[src/logic/timer_cfg.svh]
`ifndef TIMER_CFG_SVH
`define TIMER_CFG_SVH

// Width of the Wishbone data bus and of every register
`define TIMER_DATA_W 32

// Word address width; the bus address covers byte address bits 5 to 2
`define TIMER_ADR_W 4

// Number of compare channels
// The address map reserves a two-bit channel index, so 1 to 4 are valid
`define TIMER_NUM_CHAN 4

`endif

[src/logic/timer_pkg.sv]
`include "timer_cfg.svh"

package timer_pkg;

  // Wishbone classic slave sequencing
  typedef enum logic [1:0] {
    BUS_IDLE,
    BUS_BUSY,
    BUS_DONE
  } bus_state_e;

  // Register addressed by the current transfer
  typedef enum logic [2:0] {
    REG_CONTROL,
    REG_STATUS,
    REG_COMPARE,
    REG_EVCOUNT,
    REG_COUNTER,
    REG_NONE
  } reg_sel_e;

  // Expands byte selects into a bit mask over one data word
  function automatic logic [`TIMER_DATA_W-1:0] byte_mask(
    input logic [`TIMER_DATA_W/8-1:0] sel
  );
    logic [`TIMER_DATA_W-1:0] mask;
    for (int b = 0; b < `TIMER_DATA_W/8; b++)
    begin
      mask[8*b +: 8] = {8{sel[b]}};
    end
    return mask;
  endfunction

endpackage

[src/logic/timer_compare_bank.sv]
`timescale 1ns/100ps

`include "timer_cfg.svh"

module timer_compare_bank (
  input  logic                       clk_i,
  input  logic                       rst_i,
  input  logic [`TIMER_DATA_W-1:0]   wr_data_i,
  input  logic [`TIMER_DATA_W/8-1:0] wr_sel_i,
  input  logic                       cmp_we_i,
  input  logic                       cnt_we_i,
  input  logic [1:0]                 chan_idx_i,
  input  logic [`TIMER_NUM_CHAN-1:0] chan_en_i,
  output logic [`TIMER_DATA_W-1:0]   counter_o,
  output logic [`TIMER_DATA_W-1:0]   cmp_rd_o,
  output logic [`TIMER_DATA_W-1:0]   cnt_rd_o,
  output logic [`TIMER_NUM_CHAN-1:0] event_o
);

  logic [`TIMER_DATA_W-1:0] counter_q;
  logic [`TIMER_DATA_W-1:0] wr_mask;
  logic [`TIMER_DATA_W-1:0] cmp_q  [`TIMER_NUM_CHAN];
  logic [`TIMER_DATA_W-1:0] cnt_q  [`TIMER_NUM_CHAN];
  logic [`TIMER_DATA_W-1:0] cnt_d  [`TIMER_NUM_CHAN];

  assign wr_mask = timer_pkg::byte_mask(wr_sel_i);

  always_comb
  begin
    for (int i = 0; i < `TIMER_NUM_CHAN; i++)
    begin
      event_o[i] = chan_en_i[i] && (cmp_q[i] == counter_q);
    end
  end

  // An event in the same cycle as a software write counts on top of the written value
  always_comb
  begin
    for (int i = 0; i < `TIMER_NUM_CHAN; i++)
    begin
      cnt_d[i] = cnt_q[i];
      if (cnt_we_i && (chan_idx_i == i))
      begin
        cnt_d[i] = (cnt_q[i] & ~wr_mask) | (wr_data_i & wr_mask);
      end
      if (event_o[i])
      begin
        cnt_d[i] = cnt_d[i] + 1'b1;
      end
    end
  end

  always_ff @(posedge clk_i or posedge rst_i)
  begin
    if (rst_i)
    begin
      counter_q <= '0;
      for (int i = 0; i < `TIMER_NUM_CHAN; i++)
      begin
        cmp_q[i] <= '0;
        cnt_q[i] <= '0;
      end
    end
    else
    begin
      counter_q <= counter_q + 1'b1;
      for (int i = 0; i < `TIMER_NUM_CHAN; i++)
      begin
        if (cmp_we_i && (chan_idx_i == i))
        begin
          cmp_q[i] <= (cmp_q[i] & ~wr_mask) | (wr_data_i & wr_mask);
        end
        cnt_q[i] <= cnt_d[i];
      end
    end
  end

  always_comb
  begin
    cmp_rd_o = '0;
    cnt_rd_o = '0;
    for (int i = 0; i < `TIMER_NUM_CHAN; i++)
    begin
      if (chan_idx_i == i)
      begin
        cmp_rd_o = cmp_q[i];
        cnt_rd_o = cnt_q[i];
      end
    end
  end

  assign counter_o = counter_q;

  a_no_event_disabled: assert property (
    @(posedge clk_i) disable iff (rst_i) (event_o & ~chan_en_i) == '0
  );

endmodule

[src/logic/timer_irq_status.sv]
`timescale 1ns/100ps

`include "timer_cfg.svh"

module timer_irq_status (
  input  logic                       clk_i,
  input  logic                       rst_i,
  input  logic [`TIMER_DATA_W-1:0]   wr_data_i,
  input  logic [`TIMER_DATA_W/8-1:0] wr_sel_i,
  input  logic                       status_we_i,
  input  logic [`TIMER_NUM_CHAN-1:0] event_i,
  input  logic [`TIMER_NUM_CHAN-1:0] irq_mask_i,
  output logic [`TIMER_DATA_W-1:0]   status_o,
  output logic [`TIMER_NUM_CHAN-1:0] irq_o
);

  logic [`TIMER_DATA_W-1:0] status_q;
  logic [`TIMER_DATA_W-1:0] status_d;

  always_comb
  begin
    status_d = status_q;
    // Software flips the bits it writes as ones in the selected bytes
    if (status_we_i)
    begin
      status_d = status_q ^ (wr_data_i & timer_pkg::byte_mask(wr_sel_i));
    end
    // Events are applied last so they win over a clearing write
    status_d[`TIMER_NUM_CHAN-1:0] = status_d[`TIMER_NUM_CHAN-1:0] | event_i;
  end

  always_ff @(posedge clk_i or posedge rst_i)
  begin
    if (rst_i)
    begin
      status_q <= '0;
    end
    else
    begin
      status_q <= status_d;
    end
  end

  assign status_o = status_q;
  assign irq_o    = status_q[`TIMER_NUM_CHAN-1:0] & irq_mask_i;

endmodule

[src/logic/timer_subsys_top.sv]
`timescale 1ns/100ps

`include "timer_cfg.svh"

module timer_subsys_top (
  input  logic                       clk_i,
  input  logic                       rst_i,
  input  logic                       wb_cyc_i,
  input  logic                       wb_stb_i,
  input  logic                       wb_we_i,
  input  logic [`TIMER_ADR_W-1:0]    wb_adr_i,
  input  logic [`TIMER_DATA_W/8-1:0] wb_sel_i,
  input  logic [`TIMER_DATA_W-1:0]   wb_dat_i,
  output logic [`TIMER_DATA_W-1:0]   wb_dat_o,
  output logic                       wb_ack_o,
  output logic [`TIMER_NUM_CHAN-1:0] irq_o
);

  logic [`TIMER_DATA_W-1:0]   counter;
  logic [`TIMER_DATA_W-1:0]   cmp_rd;
  logic [`TIMER_DATA_W-1:0]   cnt_rd;
  logic [`TIMER_DATA_W-1:0]   status;
  logic [`TIMER_DATA_W-1:0]   wr_data;
  logic [`TIMER_DATA_W/8-1:0] wr_sel;
  logic                       cmp_we;
  logic                       cnt_we;
  logic                       status_we;
  logic [1:0]                 chan_idx;
  logic [`TIMER_NUM_CHAN-1:0] chan_en;
  logic [`TIMER_NUM_CHAN-1:0] irq_mask;
  logic [`TIMER_NUM_CHAN-1:0] chan_event;

  timer_wb_ctrl i_ctrl (
    .clk_i       (clk_i),
    .rst_i       (rst_i),
    .wb_cyc_i    (wb_cyc_i),
    .wb_stb_i    (wb_stb_i),
    .wb_we_i     (wb_we_i),
    .wb_adr_i    (wb_adr_i),
    .wb_sel_i    (wb_sel_i),
    .wb_dat_i    (wb_dat_i),
    .wb_dat_o    (wb_dat_o),
    .wb_ack_o    (wb_ack_o),
    .counter_i   (counter),
    .cmp_rd_i    (cmp_rd),
    .cnt_rd_i    (cnt_rd),
    .status_i    (status),
    .wr_data_o   (wr_data),
    .wr_sel_o    (wr_sel),
    .cmp_we_o    (cmp_we),
    .cnt_we_o    (cnt_we),
    .status_we_o (status_we),
    .chan_idx_o  (chan_idx),
    .chan_en_o   (chan_en),
    .irq_mask_o  (irq_mask)
  );

  timer_compare_bank i_cmp (
    .clk_i      (clk_i),
    .rst_i      (rst_i),
    .wr_data_i  (wr_data),
    .wr_sel_i   (wr_sel),
    .cmp_we_i   (cmp_we),
    .cnt_we_i   (cnt_we),
    .chan_idx_i (chan_idx),
    .chan_en_i  (chan_en),
    .counter_o  (counter),
    .cmp_rd_o   (cmp_rd),
    .cnt_rd_o   (cnt_rd),
    .event_o    (chan_event)
  );

  timer_irq_status i_irq (
    .clk_i       (clk_i),
    .rst_i       (rst_i),
    .wr_data_i   (wr_data),
    .wr_sel_i    (wr_sel),
    .status_we_i (status_we),
    .event_i     (chan_event),
    .irq_mask_i  (irq_mask),
    .status_o    (status),
    .irq_o       (irq_o)
  );

endmodule

[src/logic/timer_wb_ctrl.sv]
`timescale 1ns/100ps

`include "timer_cfg.svh"

module timer_wb_ctrl (
  input  logic                       clk_i,
  input  logic                       rst_i,
  input  logic                       wb_cyc_i,
  input  logic                       wb_stb_i,
  input  logic                       wb_we_i,
  input  logic [`TIMER_ADR_W-1:0]    wb_adr_i,
  input  logic [`TIMER_DATA_W/8-1:0] wb_sel_i,
  input  logic [`TIMER_DATA_W-1:0]   wb_dat_i,
  output logic [`TIMER_DATA_W-1:0]   wb_dat_o,
  output logic                       wb_ack_o,
  input  logic [`TIMER_DATA_W-1:0]   counter_i,
  input  logic [`TIMER_DATA_W-1:0]   cmp_rd_i,
  input  logic [`TIMER_DATA_W-1:0]   cnt_rd_i,
  input  logic [`TIMER_DATA_W-1:0]   status_i,
  output logic [`TIMER_DATA_W-1:0]   wr_data_o,
  output logic [`TIMER_DATA_W/8-1:0] wr_sel_o,
  output logic                       cmp_we_o,
  output logic                       cnt_we_o,
  output logic                       status_we_o,
  output logic [1:0]                 chan_idx_o,
  output logic [`TIMER_NUM_CHAN-1:0] chan_en_o,
  output logic [`TIMER_NUM_CHAN-1:0] irq_mask_o
);

  timer_pkg::bus_state_e    state_q;
  timer_pkg::bus_state_e    state_d;
  timer_pkg::reg_sel_e      reg_sel;

  logic                     chan_valid;
  logic                     wr_en;
  logic                     rd_en;
  logic [`TIMER_DATA_W-1:0] wr_mask;
  logic [`TIMER_DATA_W-1:0] control_q;
  logic [`TIMER_DATA_W-1:0] rd_data;
  logic [`TIMER_DATA_W-1:0] result_q;

  always_comb
  begin
    state_d = state_q;
    case (state_q)
      timer_pkg::BUS_IDLE:
      begin
        if (wb_cyc_i && wb_stb_i)
        begin
          state_d = timer_pkg::BUS_BUSY;
        end
      end
      timer_pkg::BUS_BUSY:
      begin
        state_d = timer_pkg::BUS_DONE;
      end
      default:
      begin
        state_d = timer_pkg::BUS_IDLE;
      end
    endcase
  end

  // Channel registers beyond the configured count decode as unmapped
  assign chan_valid = (wb_adr_i[1:0] < `TIMER_NUM_CHAN);

  always_comb
  begin
    reg_sel = timer_pkg::REG_NONE;
    case (wb_adr_i[3:2])
      2'd0:
      begin
        if (wb_adr_i[1:0] == 2'd0)
        begin
          reg_sel = timer_pkg::REG_CONTROL;
        end
        else if (wb_adr_i[1:0] == 2'd1)
        begin
          reg_sel = timer_pkg::REG_STATUS;
        end
      end
      2'd1:
      begin
        if (chan_valid)
        begin
          reg_sel = timer_pkg::REG_COMPARE;
        end
      end
      2'd2:
      begin
        if (chan_valid)
        begin
          reg_sel = timer_pkg::REG_EVCOUNT;
        end
      end
      default:
      begin
        if (wb_adr_i[1:0] == 2'd0)
        begin
          reg_sel = timer_pkg::REG_COUNTER;
        end
      end
    endcase
  end

  // The transfer acts only while the request is still presented in BUS_BUSY
  assign wr_en = (state_q == timer_pkg::BUS_BUSY) && wb_cyc_i && wb_stb_i && wb_we_i;
  assign rd_en = (state_q == timer_pkg::BUS_BUSY) && wb_cyc_i && wb_stb_i && !wb_we_i;

  assign cmp_we_o    = wr_en && (reg_sel == timer_pkg::REG_COMPARE);
  assign cnt_we_o    = wr_en && (reg_sel == timer_pkg::REG_EVCOUNT);
  assign status_we_o = wr_en && (reg_sel == timer_pkg::REG_STATUS);

  assign wr_data_o  = wb_dat_i;
  assign wr_sel_o   = wb_sel_i;
  assign chan_idx_o = wb_adr_i[1:0];
  assign wr_mask    = timer_pkg::byte_mask(wb_sel_i);

  always_comb
  begin
    case (reg_sel)
      timer_pkg::REG_CONTROL: rd_data = control_q;
      timer_pkg::REG_STATUS:  rd_data = status_i;
      timer_pkg::REG_COMPARE: rd_data = cmp_rd_i;
      timer_pkg::REG_EVCOUNT: rd_data = cnt_rd_i;
      timer_pkg::REG_COUNTER: rd_data = counter_i;
      default:                rd_data = '0;
    endcase
  end

  always_ff @(posedge clk_i or posedge rst_i)
  begin
    if (rst_i)
    begin
      state_q   <= timer_pkg::BUS_IDLE;
      control_q <= '0;
      result_q  <= '0;
    end
    else
    begin
      state_q <= state_d;
      if (wr_en && (reg_sel == timer_pkg::REG_CONTROL))
      begin
        control_q <= (control_q & ~wr_mask) | (wb_dat_i & wr_mask);
      end
      if (rd_en)
      begin
        result_q <= rd_data;
      end
    end
  end

  // Enables sit in the low nibble and masks start at bit 4
  assign chan_en_o  = control_q[`TIMER_NUM_CHAN-1:0];
  assign irq_mask_o = control_q[4 +: `TIMER_NUM_CHAN];

  assign wb_ack_o = (state_q == timer_pkg::BUS_DONE);
  assign wb_dat_o = result_q;

  // A transfer always passes through idle, so ack cannot repeat back to back
  a_ack_single: assert property (
    @(posedge clk_i) disable iff (rst_i) wb_ack_o |=> !wb_ack_o
  );

  // Only one datapath target is written per transfer
  a_one_strobe: assert property (
    @(posedge clk_i) disable iff (rst_i) $onehot0({cmp_we_o, cnt_we_o, status_we_o})
  );

endmodule

[config.mk]
export PLATFORM = sky130hd
export DESIGN_NAME = timer_subsys_top
export DESIGN_NICKNAME = d
export VERILOG_FILES = /design/src/logic/timer_pkg.sv /design/src/logic/timer_compare_bank.sv /design/src/logic/timer_irq_status.sv /design/src/logic/timer_subsys_top.sv /design/src/logic/timer_wb_ctrl.sv
export VERILOG_INCLUDE_DIRS = /design/src /design/src/logic
export SDC_FILE = /design/constraint.sdc
export NUM_CORES = 1
export LEC_CHECK = 0
export ABC_AREA = 1
export CAP_MARGIN = 20
export CORE_MARGIN = 2
export CORE_UTILIZATION = 40
export DETAILED_ROUTE_END_ITERATION = 10
export DONT_BUFFER_PORTS = 1
export GPL_TIMING_DRIVEN = 0
export PLACE_DENSITY = 0.62
export SLEW_MARGIN = 30
export SYNTH_ARGS = -nofsm -noshare
export SYNTH_HDL_FRONTEND = slang
export SYNTH_SLANG_ARGS = --single-unit
[constraint.sdc]
create_clock -name clk_i -period 27.7 [get_ports clk_i]
set_clock_uncertainty 0.1 [all_clocks]
set_input_delay 2.77 -clock clk_i [delete_from_list [all_inputs] [get_ports clk_i]]
set_output_delay 2.77 -clock clk_i [all_outputs]
set_load 0.02 [all_outputs]
Word level (Yosys, flattened, before mapping)
Cells that the tools add are included.
Widths: inputs -> output; s select.
{ "classes": {"n_eq_ne": 16, "mul": 0, "magnitude_cmp": 0, "addsub": 5, "bitwise_logic": 23, "shift": 0, "n_mux": 24, "div": 0, "n_reduce_logical": 26} }
{ "op_table": {"columns": ["cell", "n"], "rows": [
  ["$mux 32", 16],
  ["$and 32x32->32", 10],
  ["$or 32x32->32", 9],
  ["$add 32x1->32 const B", 5],
  ["$pmux 32 s5", 1],
  ["$eq 32x32->1", 4],
  ["$not 32->32", 1],
  ["$xor 32x32->32", 1],
  ["$logic_and 1x1->1", 21],
  ["$pmux 3 s3", 1],
  ["$eq 2x2->1 const B", 4],
  ["$eq 2x1->1 const B", 3],
  ["$eq 3x2->1 const B", 2],
  ["$logic_not 2->1", 3],
  ["$mux 3", 2],
  ["$and 4x4->4", 1],
  ["$mux 4", 1],
  ["$or 4x4->4", 1],
  ["$pmux 2 s2", 1],
  ["$eq 3x1->1 const B", 1],
  ["$eq 3x3->1 const B", 1],
  ["$logic_not 3->1", 1],
  ["$mux 2", 1],
  ["$ne 2x1->1 const B", 1],
  ["other kinds (2)", 2]
]} }
{ "totals": {"ff_bits": 386, "wordCells": 108, "rom_bits": 0, "mem_bits_rw": 0, "latchBits": 0, "out_inout_bits": 37, "n_memories": 0} }

Depth between registers and ports, before layout
Gate-level depths: netlist of run 1.
{ "logic_depth": {"word_depth": 10, "depth_mapped": 20} }

By module
Synthesis of run 1 repeated with hierarchy kept, for this count alone.
{ "hier_totals": {"cells_unflattened": 4749, "hier_area_um2": 29062.9} }
{ "by_module_without_submodules": {"columns": ["module", "cells_each", "n_inst", "area_per_inst_um2"], "rows": [
  ["timer_compare_bank", 3827, 1, 22743.1],
  ["timer_wb_ctrl", 705, 1, 4663.2],
  ["timer_irq_status", 217, 1, 1656.6]
]} }

Least setup slack after synthesis of run 1
No wires, ideal clock.
{ "synth_timing": {"path_kind": "in2reg", "startpoint": "input port wb_adr_i[2]", "endpoint": "register i_cmp.cnt_q[114] in the netlist's numbering", "t_required_ps": 27482, "arrival_ps": 4800, "path_slack_ps": 22681, "stages": 18, "path_cell_list": "inv_1 -> ha_1 -> buf_2 -> nand4_1 -> buf_2 -> inv_1 -> nand2_1 -> o21ai_0 -> inv_1 -> ha_1 -> inv_1 -> nor2_1 -> nand2_1 -> nor2_1 -> nand2_1 -> nor2_1 -> xor2_1 -> inv_1"} }
{ "synth_rtl": {"columns": ["element", "line_no", "source"], "rows": [
  ["start, declared", "timer_subsys_top.sv:11", "input logic [`TIMER_ADR_W-1:0] wb_adr_i,"],
  ["end signal, assigned by index", "timer_compare_bank.sv:73", "cnt_q[i] <= cnt_d[i];"],
  ["end, declared", "timer_compare_bank.sv:23", "logic [`TIMER_DATA_W-1:0] cnt_q [`TIMER_NUM_CHAN];"]
]} }

Final worst setup path of run 1
{ "layout_timing": {"startpoint": "input port wb_adr_i[0]", "endpoint": "register i_ctrl.result_q[19] (netlist: i_ctrl.wb_dat_o[19])"} }
{ "layout_via": {"elab_chain_cells": 6, "elab_cells_between_ends": 22, "classes_between": "eq/ne: 7; mux: 13; reduce/logical: 2"} }
{ "layout_lines": {"columns": ["element", "line_no", "source"], "rows": [
  ["$eq 2x1->1 or $logic_not 2->1 (tied branches)", null, null],
  ["$mux 3 or $mux 32 (tied branches)", "timer_wb_ctrl.sv:77, timer_compare_bank.sv:84", null],
  ["$mux 3 or $mux 32 (tied branches)", "timer_wb_ctrl.sv:73, timer_compare_bank.sv:84", null],
  ["$pmux 3 s3 or $mux 32 (tied branches)", "timer_wb_ctrl.sv:70, timer_compare_bank.sv:84", null],
  ["$eq 3x3->1 (tied with other cells)", "timer_wb_ctrl.sv:121", "case (reg_sel)"],
  ["$pmux 32 s5 (*)", "timer_wb_ctrl.sv:121", null],
  ["end signal, assigned", "timer_wb_ctrl.sv:148", "result_q <= rd_data;"],
  ["end, declared", "timer_wb_ctrl.sv:40", "logic [`TIMER_DATA_W-1:0] result_q;"]
]} }
Every way passes the cells marked *; elsewhere a longest branch is shown, timed or not.
A chain may end at the register's enable or synchronous reset.

==> results of run 1 <==
kinds of logic after synthesis:
family	Yosys count	share of synthesized area, %
mux	1	0.03928
simple gates	1994	32.68
flops	386	37.90
buf+inv	629	9.633
fa+ha+maj	10	0.4910
compound gates	635	13.75
xor+xnor	160	5.499
worst max-delay path, stage by stage:
cell,delay (ns)
buf_2,0.32
nor2_4,0.16
inv_1,0.14
clkbuf_1,0.83
buf_1,0.60
o221ai_1,0.28
o21ai_0,0.25
o22ai_1,0.24
a21oi_1,0.33
o211ai_1,0.14
nand2_1,0.08
nand2_1,0.05
worst paths after layout:
path                       slack [ns]                  end           startpoint  depth (start not counted)
setup / recovery                21.86  i_ctrl.wb_dat_o[19]          wb_adr_i[0]                         12
hold / removal                   0.33    i_ctrl.state_q[0]    i_ctrl.state_q[1]                          1
setup reg to reg                23.57     i_cmp.cnt_q[127]  i_cmp.counter_o[21]                         13
hold reg to reg                  0.33    i_ctrl.state_q[0]    i_ctrl.state_q[1]                          1
max in group asynchronous       24.03      i_cmp.cnt_q[85]                rst_i                          4
min in group asynchronous        1.89   i_cmp.counter_o[9]                rst_i                          1
metrics by stage:
| step | util (%) | setup WS [ns] |
|---|---|---|
| 5_1_grt | 44.84 | 21.85 |
| 4_1_cts | 44.84 | 22.06 |
| 2_1_floorplan | - | 14.10 |
| 6_report | 44.85 | 21.86 |
| 3_3_place_gp | 42.08 | 8.939 |
| 3_5_place_dp | 42.34 | 21.47 |
layout make-up:
type                    instances  share of cell area [%]
plain buffers                 150                   2.335
well taps                     846                   3.742
multi-input cells            2800                   47.28
clock buffers                  63                   4.759
flip-flops and latches        386                   34.14
repair buffers                  7                  0.5219
inverters                     479                   6.382
clock inverters                22                  0.8226
diodes                          2                 0.01769
power by group:
group / internal [uW] / leakage, uW / switching [uW] / total [uW]
sequential: 583 / 0.00477 / 27.4 / 611
combinational: 45.6 / 0.00894 / 142 / 188
clock: 371 / 0.000764 / 277 / 648
total: 1000 / 0.0145 / 447 / 1450
routing by layer:
metal | global-route usage (%) | wire length [um] | share of wire [%]
met5 | 0 | 11 | 0.0094
met2 | 56.48 | 53240 | 45
met3 | 6.623 | 10170 | 8.7
met4 | 22.71 | 8722 | 7.5
met1 | 42.69 | 44920 | 38
layout by cell type (no fill, tap or decap), types with 9 or more instances in the layout:
cell type	synthesis	layout
nand2_1	1204	1204
inv_1	465	464
o21ai_0	411	411
dfrtp_1	386	386
nor2_1	383	383
nand3_1	156	156
xor2_1	123	123
nand4_1	102	102
clkbuf_1	89	93
a21oi_1	80	80
nor3_1	60	60
clkbuf_16	0	47
o22ai_1	44	44
xnor2_1	37	37
buf_2	31	35
o211ai_1	31	31
o221ai_1	29	29
buf_1	19	17
or2_2	16	16
nor2_2	15	15
nand3b_1	14	14
o21ai_1	13	13
o2111ai_1	11	11
clkbuf_8	0	11
ha_1	10	10
inv_2	9	9
nor4_1	10	9
==> impl_metrics.yaml, run 1 <==
run_status:
  outcome: "finished clean"
yosys:
  ys.flop_type: "dfrtp_1"
  synth_cell_types: 48
  netlist_top_cells_count: "nand2_1, inv_1, o21ai_0"
  synth_area_leader_cell: "dfrtp_1"
  synth-seq-area-share_pct: 37.90
  synth_seq_cells: 386
  synth_warnings: 0
  netlist_instances: 3815
  netlist_area_um2: 25480
  synth.most_common_cell: "nand2_1"
  synth_top_area_share_pct: 37.90
  synth_nets: 3870
  yosys-top-cells-area: "dfrtp_1, nand2_1, o21ai_0"
  synth_edf_count: 0
  postSynth.asyncResetShare_pct: 100.0
  synth_area_per_cell_um2: 6.680
clock_network:
  hold_buffers: 0
  clkSinkCount: 386
  cts_resized: 0
  cts-root-buf: "clkbuf_16"
  htreeDepth: 2
  clkTransAtPathRegs_ns: 0.06
  post_cts_buffers: 0
  cts_tree: "done"
  clk_latency_ns: 0.62
  cts_buffers: 47
  clk_path_buf_depth: 3
place:
  dp_hpwl_um: 92530
  place.gp.congestion: 1.008
  place_area_um2: 26710
  port_buffers: 0
  dpl.cell_count: 4668
power:
  p_per_area_nw_per_um2: 51.15
  vdd_ir_drop_max_uv: 34.83
  power.total_uw: 1447
  leakagePower_uw: 0.01448
drt:
  drt-vias-per-instance: 5.618
  ant_nets: 0
  wl_per_cell_um: 24.62
  drt_first_iter_violations: 3066
  wl_um: 117100
  drc_errors: 0
  drt_pass1_iterations: 6
  num_vias: 26710
setup_path:
  cp.arrival_ns: 6.22
  cp_max_fo: 10
  crit_path_start_kind: "primary input"
  critical_path_required_ns: 28.08
  path_class: "primary input to register"
  setup.worst_path.end_class: "register"
floorplanning:
  core_area_um2: 63080
  die_w_um: 256.4
  dieHeight_um: 256.4
  dieArea_um2: 65740
  initial_utilization_pct: 40.40
  row_count: 92
  ioPinCount: 82
run:
  cap_violations: 0
layout:
  stdcell_count: 4755
  multi_input_area_um2: 13380
  syn_to_final_growth_pct: 11.02
  drive_gt1_share_pct: 4.812
  fillers: 6853
  design_area_um2: 28290
  register_area_um2: 9659
  nets: 3926
timing:
  setup_violations: 0
  worstMarginPinSlew_ns: 1.114
  min_period_ns: 5.837
  fmax_mhz: 171.3
  fin_crit_sh_pct: 21.07
  finalHoldViolations: 0
  fin_tns_setup_ns: 0
  grt_setup_unrepaired: "false"
  slew_violations: 0
  relSlewSlack_pct: 25.43
  worst_hold_slack_ns: 0.3300
global_routing:
  grt_use_total_pct: 34.92
  antenna_found_initial: 3
  grt_pass1_vias: 25490
  grt_overflow_total: 0
  grt_max_degree: 84
  grt_pass1_wl_um: 168400
hold_path:
  hold_path_class: "register to register"
No activity file was read; power rests on OpenSTA's default activity.
==> inputs of run 2 (changes only) <==
--- a/config.mk
+++ b/config.mk
@@ -13,7 +13,7 @@
 export DETAILED_ROUTE_END_ITERATION = 10
 export DONT_BUFFER_PORTS = 1
 export GPL_TIMING_DRIVEN = 0
-export PLACE_DENSITY = 0.62
+export PLACE_DENSITY = 0.64
 export SLEW_MARGIN = 30
 export SYNTH_ARGS = -nofsm -noshare
 export SYNTH_HDL_FRONTEND = slang
==> constraint.sdc (replaced) <==
create_clock -name clk_i -period 4.8 [get_ports clk_i]
set_clock_uncertainty 0.1 [all_clocks]
set_input_delay 0.48 -clock clk_i [delete_from_list [all_inputs] [get_ports clk_i]]
set_output_delay 0.48 -clock clk_i [all_outputs]
set_load 0.02 [all_outputs]
==> run 2 against run 1 <==
Against the previous run: flip-flop and latch count unchanged; combinational power increased to 5.9 times the previous value; sequential power grew to 5.8 times the previous value; clock power increased to 5.6 times the previous value; via count grew 0.91%; cell count up 0.19%; cell area rose by 0.57%; critical path depth increased by 2; sequential share of layout area fell by 0.20 points; global-route usage down 0.70 points; die area stayed put; utilization grew 0.26 points.
==> impl_metrics.yaml, run 2 (synthesized netlist as in run 1, its figures left out) <==
timing:
  fin_crit_sh_pct: 86.49
  fmax_mhz: 240.9
  finalHoldViolations: 0
  worstMarginPinSlew_ns: 1.016
  setup_violations: 0
  grt_setup_unrepaired: "false"
  relSlewSlack_pct: 32.01
  min_period_ns: 4.152
  slew_violations: 0
  fin_ws_ns: 0.6484
floorplanning:
  dieArea_um2: 65740
  row_count: 92
  ioPinCount: 82
  initial_utilization_pct: 40.40
  dieHeight_um: 256.4
  core_area_um2: 63080
  die_w_um: 256.4
global_routing:
  grt_max_degree: 30
  grt_pass1_wl_um: 166000
  grt_use_total_pct: 34.23
  grt_use_met1_pct: 41.75
  met2_usage_pct: 55.38
  grt_pass1_vias: 25650
  antenna_found_initial: 5
  grt-busiest-layer: "met2"
  grt_overflow_total: 0
  grt_use_met3_pct: 6.663
setup_path:
  slowest_delay_ns: 0.78
  critical_path_required_ns: 5.18
  crit_chain: "clkbuf_1 -> inv_1 -> nand2_1 -> nand2_1 -> nor2_1 -> nand2_1 -> nor2_1 -> nand3_1 -> nor2_1 -> nand4_1 -> nor2_1 -> nand3_1 -> nand2_1 -> nand2_1"
  reg2regPathDepth: 14
  crit_top_cell: "nand2_1"
  crit_path_start_kind: "register"
  crit_family: "simple AND/OR/NAND/NOR gates"
  cp_max_fo: 7
  reg2reg_from: "i_cmp.counter_o[26]"
  setup.worst_path.end_class: "register"
  r2r_slack_ns: 0.65
  cp.arrival_ns: 4.53
  crit_path_top_delay_cell: "nor2_1"
  r2r-end: "i_cmp.cnt_q[126]"
  path_class: "register to register"
  critPathBufInv: 2
layout:
  final_common_cell: "nand2_1"
  multi_input_area_um2: 13380
  nets: 3938
  drive_gt1_share_pct: 4.931
  layout_common_cells: "nand2_1, inv_1, o21ai_0"
  fillers: 6767
  syn_to_final_growth_pct: 11.66
  register_area_um2: 9659
place:
  place_ws_ns: 0.8332
  place.gp.congestion: 1.045
  port_buffers: 0
  dp_hpwl_um: 90890
clock_network:
  cts_resized: 0
  cts_buffers: 47
  htreeDepth: 2
  cts_tree: "done"
  clkTransAtPathRegs_ns: 0.06
  clkSinkCount: 386
  clk_path_buf_depth: 3
  clk_latency_ns: 0.61
  cts-root-buf: "clkbuf_16"
drt:
  drt_first_iter_violations: 2976
  drt-vias-per-instance: 5.658
  wl_per_cell_um: 24.14
  ant_nets: 0
  num_vias: 26960
  drt_pass1_iterations: 6
  drc_errors: 0
  wl_um: 115000
hold_path:
  min_from: "wb_dat_i[31]"
  min_path_cells: 2
  hold_path_class: "primary input to register"
power:
  power.total_uw: 8263
  leakagePower_uw: 0.01456
  vdd_ir_drop_max_uv: 220.9
  p_per_area_nw_per_um2: 290.4
run:
  cap_violations: 0
run_status:
  outcome: "finished clean"
[run 2: cell types whose count changed in the layout (fill, tap and decap cells not counted)]
cell / delta
diode_2: +2
buf_2: -1
clkbuf_2: +2
clkbuf_1: +1
buf_12: +12
clkbuf_8: -6
clkinv_2: +3
dlygate4sd3_1: +1
inv_8: -2
buf_16: -1
clkinvlp_4: -1
clkbuf_16: +2
inv_6: -3
[run 2: routing by layer]
| metal | up-vias | part of all wire, % | wire length (um) |
|---|---|---|---|
| li1 | 12400 | - | - |
| met1 | 12730 | 38 | 43610 |
| met2 | 1452 | 46 | 52460 |
| met3 | 377 | 9.1 | 10440 |
| met4 | 0 | 7.4 | 8471 |
| met5 | - | 0 | 0 |
[run 2: worst max path at each step]
stage,startpoint,end,slack (ns),cells past startpoint
2_1_floorplan,rst_i,async pin,-0.97,1
3_3_place_gp,rst_i,i_cmp.cnt_q[62],-3.50,1
3_5_place_dp,wb_adr_i[2],i_ctrl.wb_dat_o[17],0.83,12
4_1_cts,i_cmp.counter_o[26],i_cmp.cnt_q[126],0.88,14
5_1_grt,i_cmp.counter_o[26],i_cmp.cnt_q[126],0.59,14
6_report,i_cmp.counter_o[26],i_cmp.cnt_q[126],0.65,14
[run 2: where the power goes]
part	total [uW]	leakage [uW]	internal [uW]	switching [uW]
registers	3520	0.00477	3370	158
clock network	3630	0.000739	2100	1540
logic	1100	0.00904	281	824
total	8260	0.0146	5740	2520
[run 2: cell type report]
cell class	count	area share, %
Antenna cell	4	0.03518
Buffer	150	2.326
Clock buffer	61	4.644
Clock inverter	19	0.6860
Inverter	479	6.332
Multi-Input combinational cell	2800	47.01
Sequential cell	386	33.95
Tap cell	846	3.720
Timing Repair Buffer	19	1.302
[run 2: through the flow]
step / cells / utilization (%) / hold WS, ns / setup TNS (ns) / cell area, um^2
detailed placement: 4679 / 42.67 / 0.3199 / 0 / 26920
floorplan: 3815 / - / 0.3082 / -374.40 / 25490
CTS: 4760 / 45.09 / 0.04642 / 0 / 28440
finish: 4764 / 45.11 / 0.06545 / 0 / 28450
global route: 4763 / 45.10 / 0.06398 / 0 / 28450
global placement: 4661 / 42.08 / 0.3173 / -1330.56 / 26550
[run 2: worst reg2reg max path, stage by stage, from the launching register on]
cell and delay (ns):
dfrtp_1 0.33, clkbuf_1 0.42, inv_1 0.45, nand2_1 0.15
nand2_1 0.05, nor2_1 0.10, nand2_1 0.07, nor2_1 0.16
nand3_1 0.11, nor2_1 0.78, nand4_1 0.48, nor2_1 0.57
nand3_1 0.14, nand2_1 0.09, nand2_1 0.05
[run 2: repair_timing]
| item | 4_1_cts | 5_1_grt |
|---|---|---|
| hold buffers | 1 | 0 |
| hold endpoints to repair | 20 | 0 |
| setup endpoints to repair | 0 | 0 |
| setup buffers | 0 | 0 |
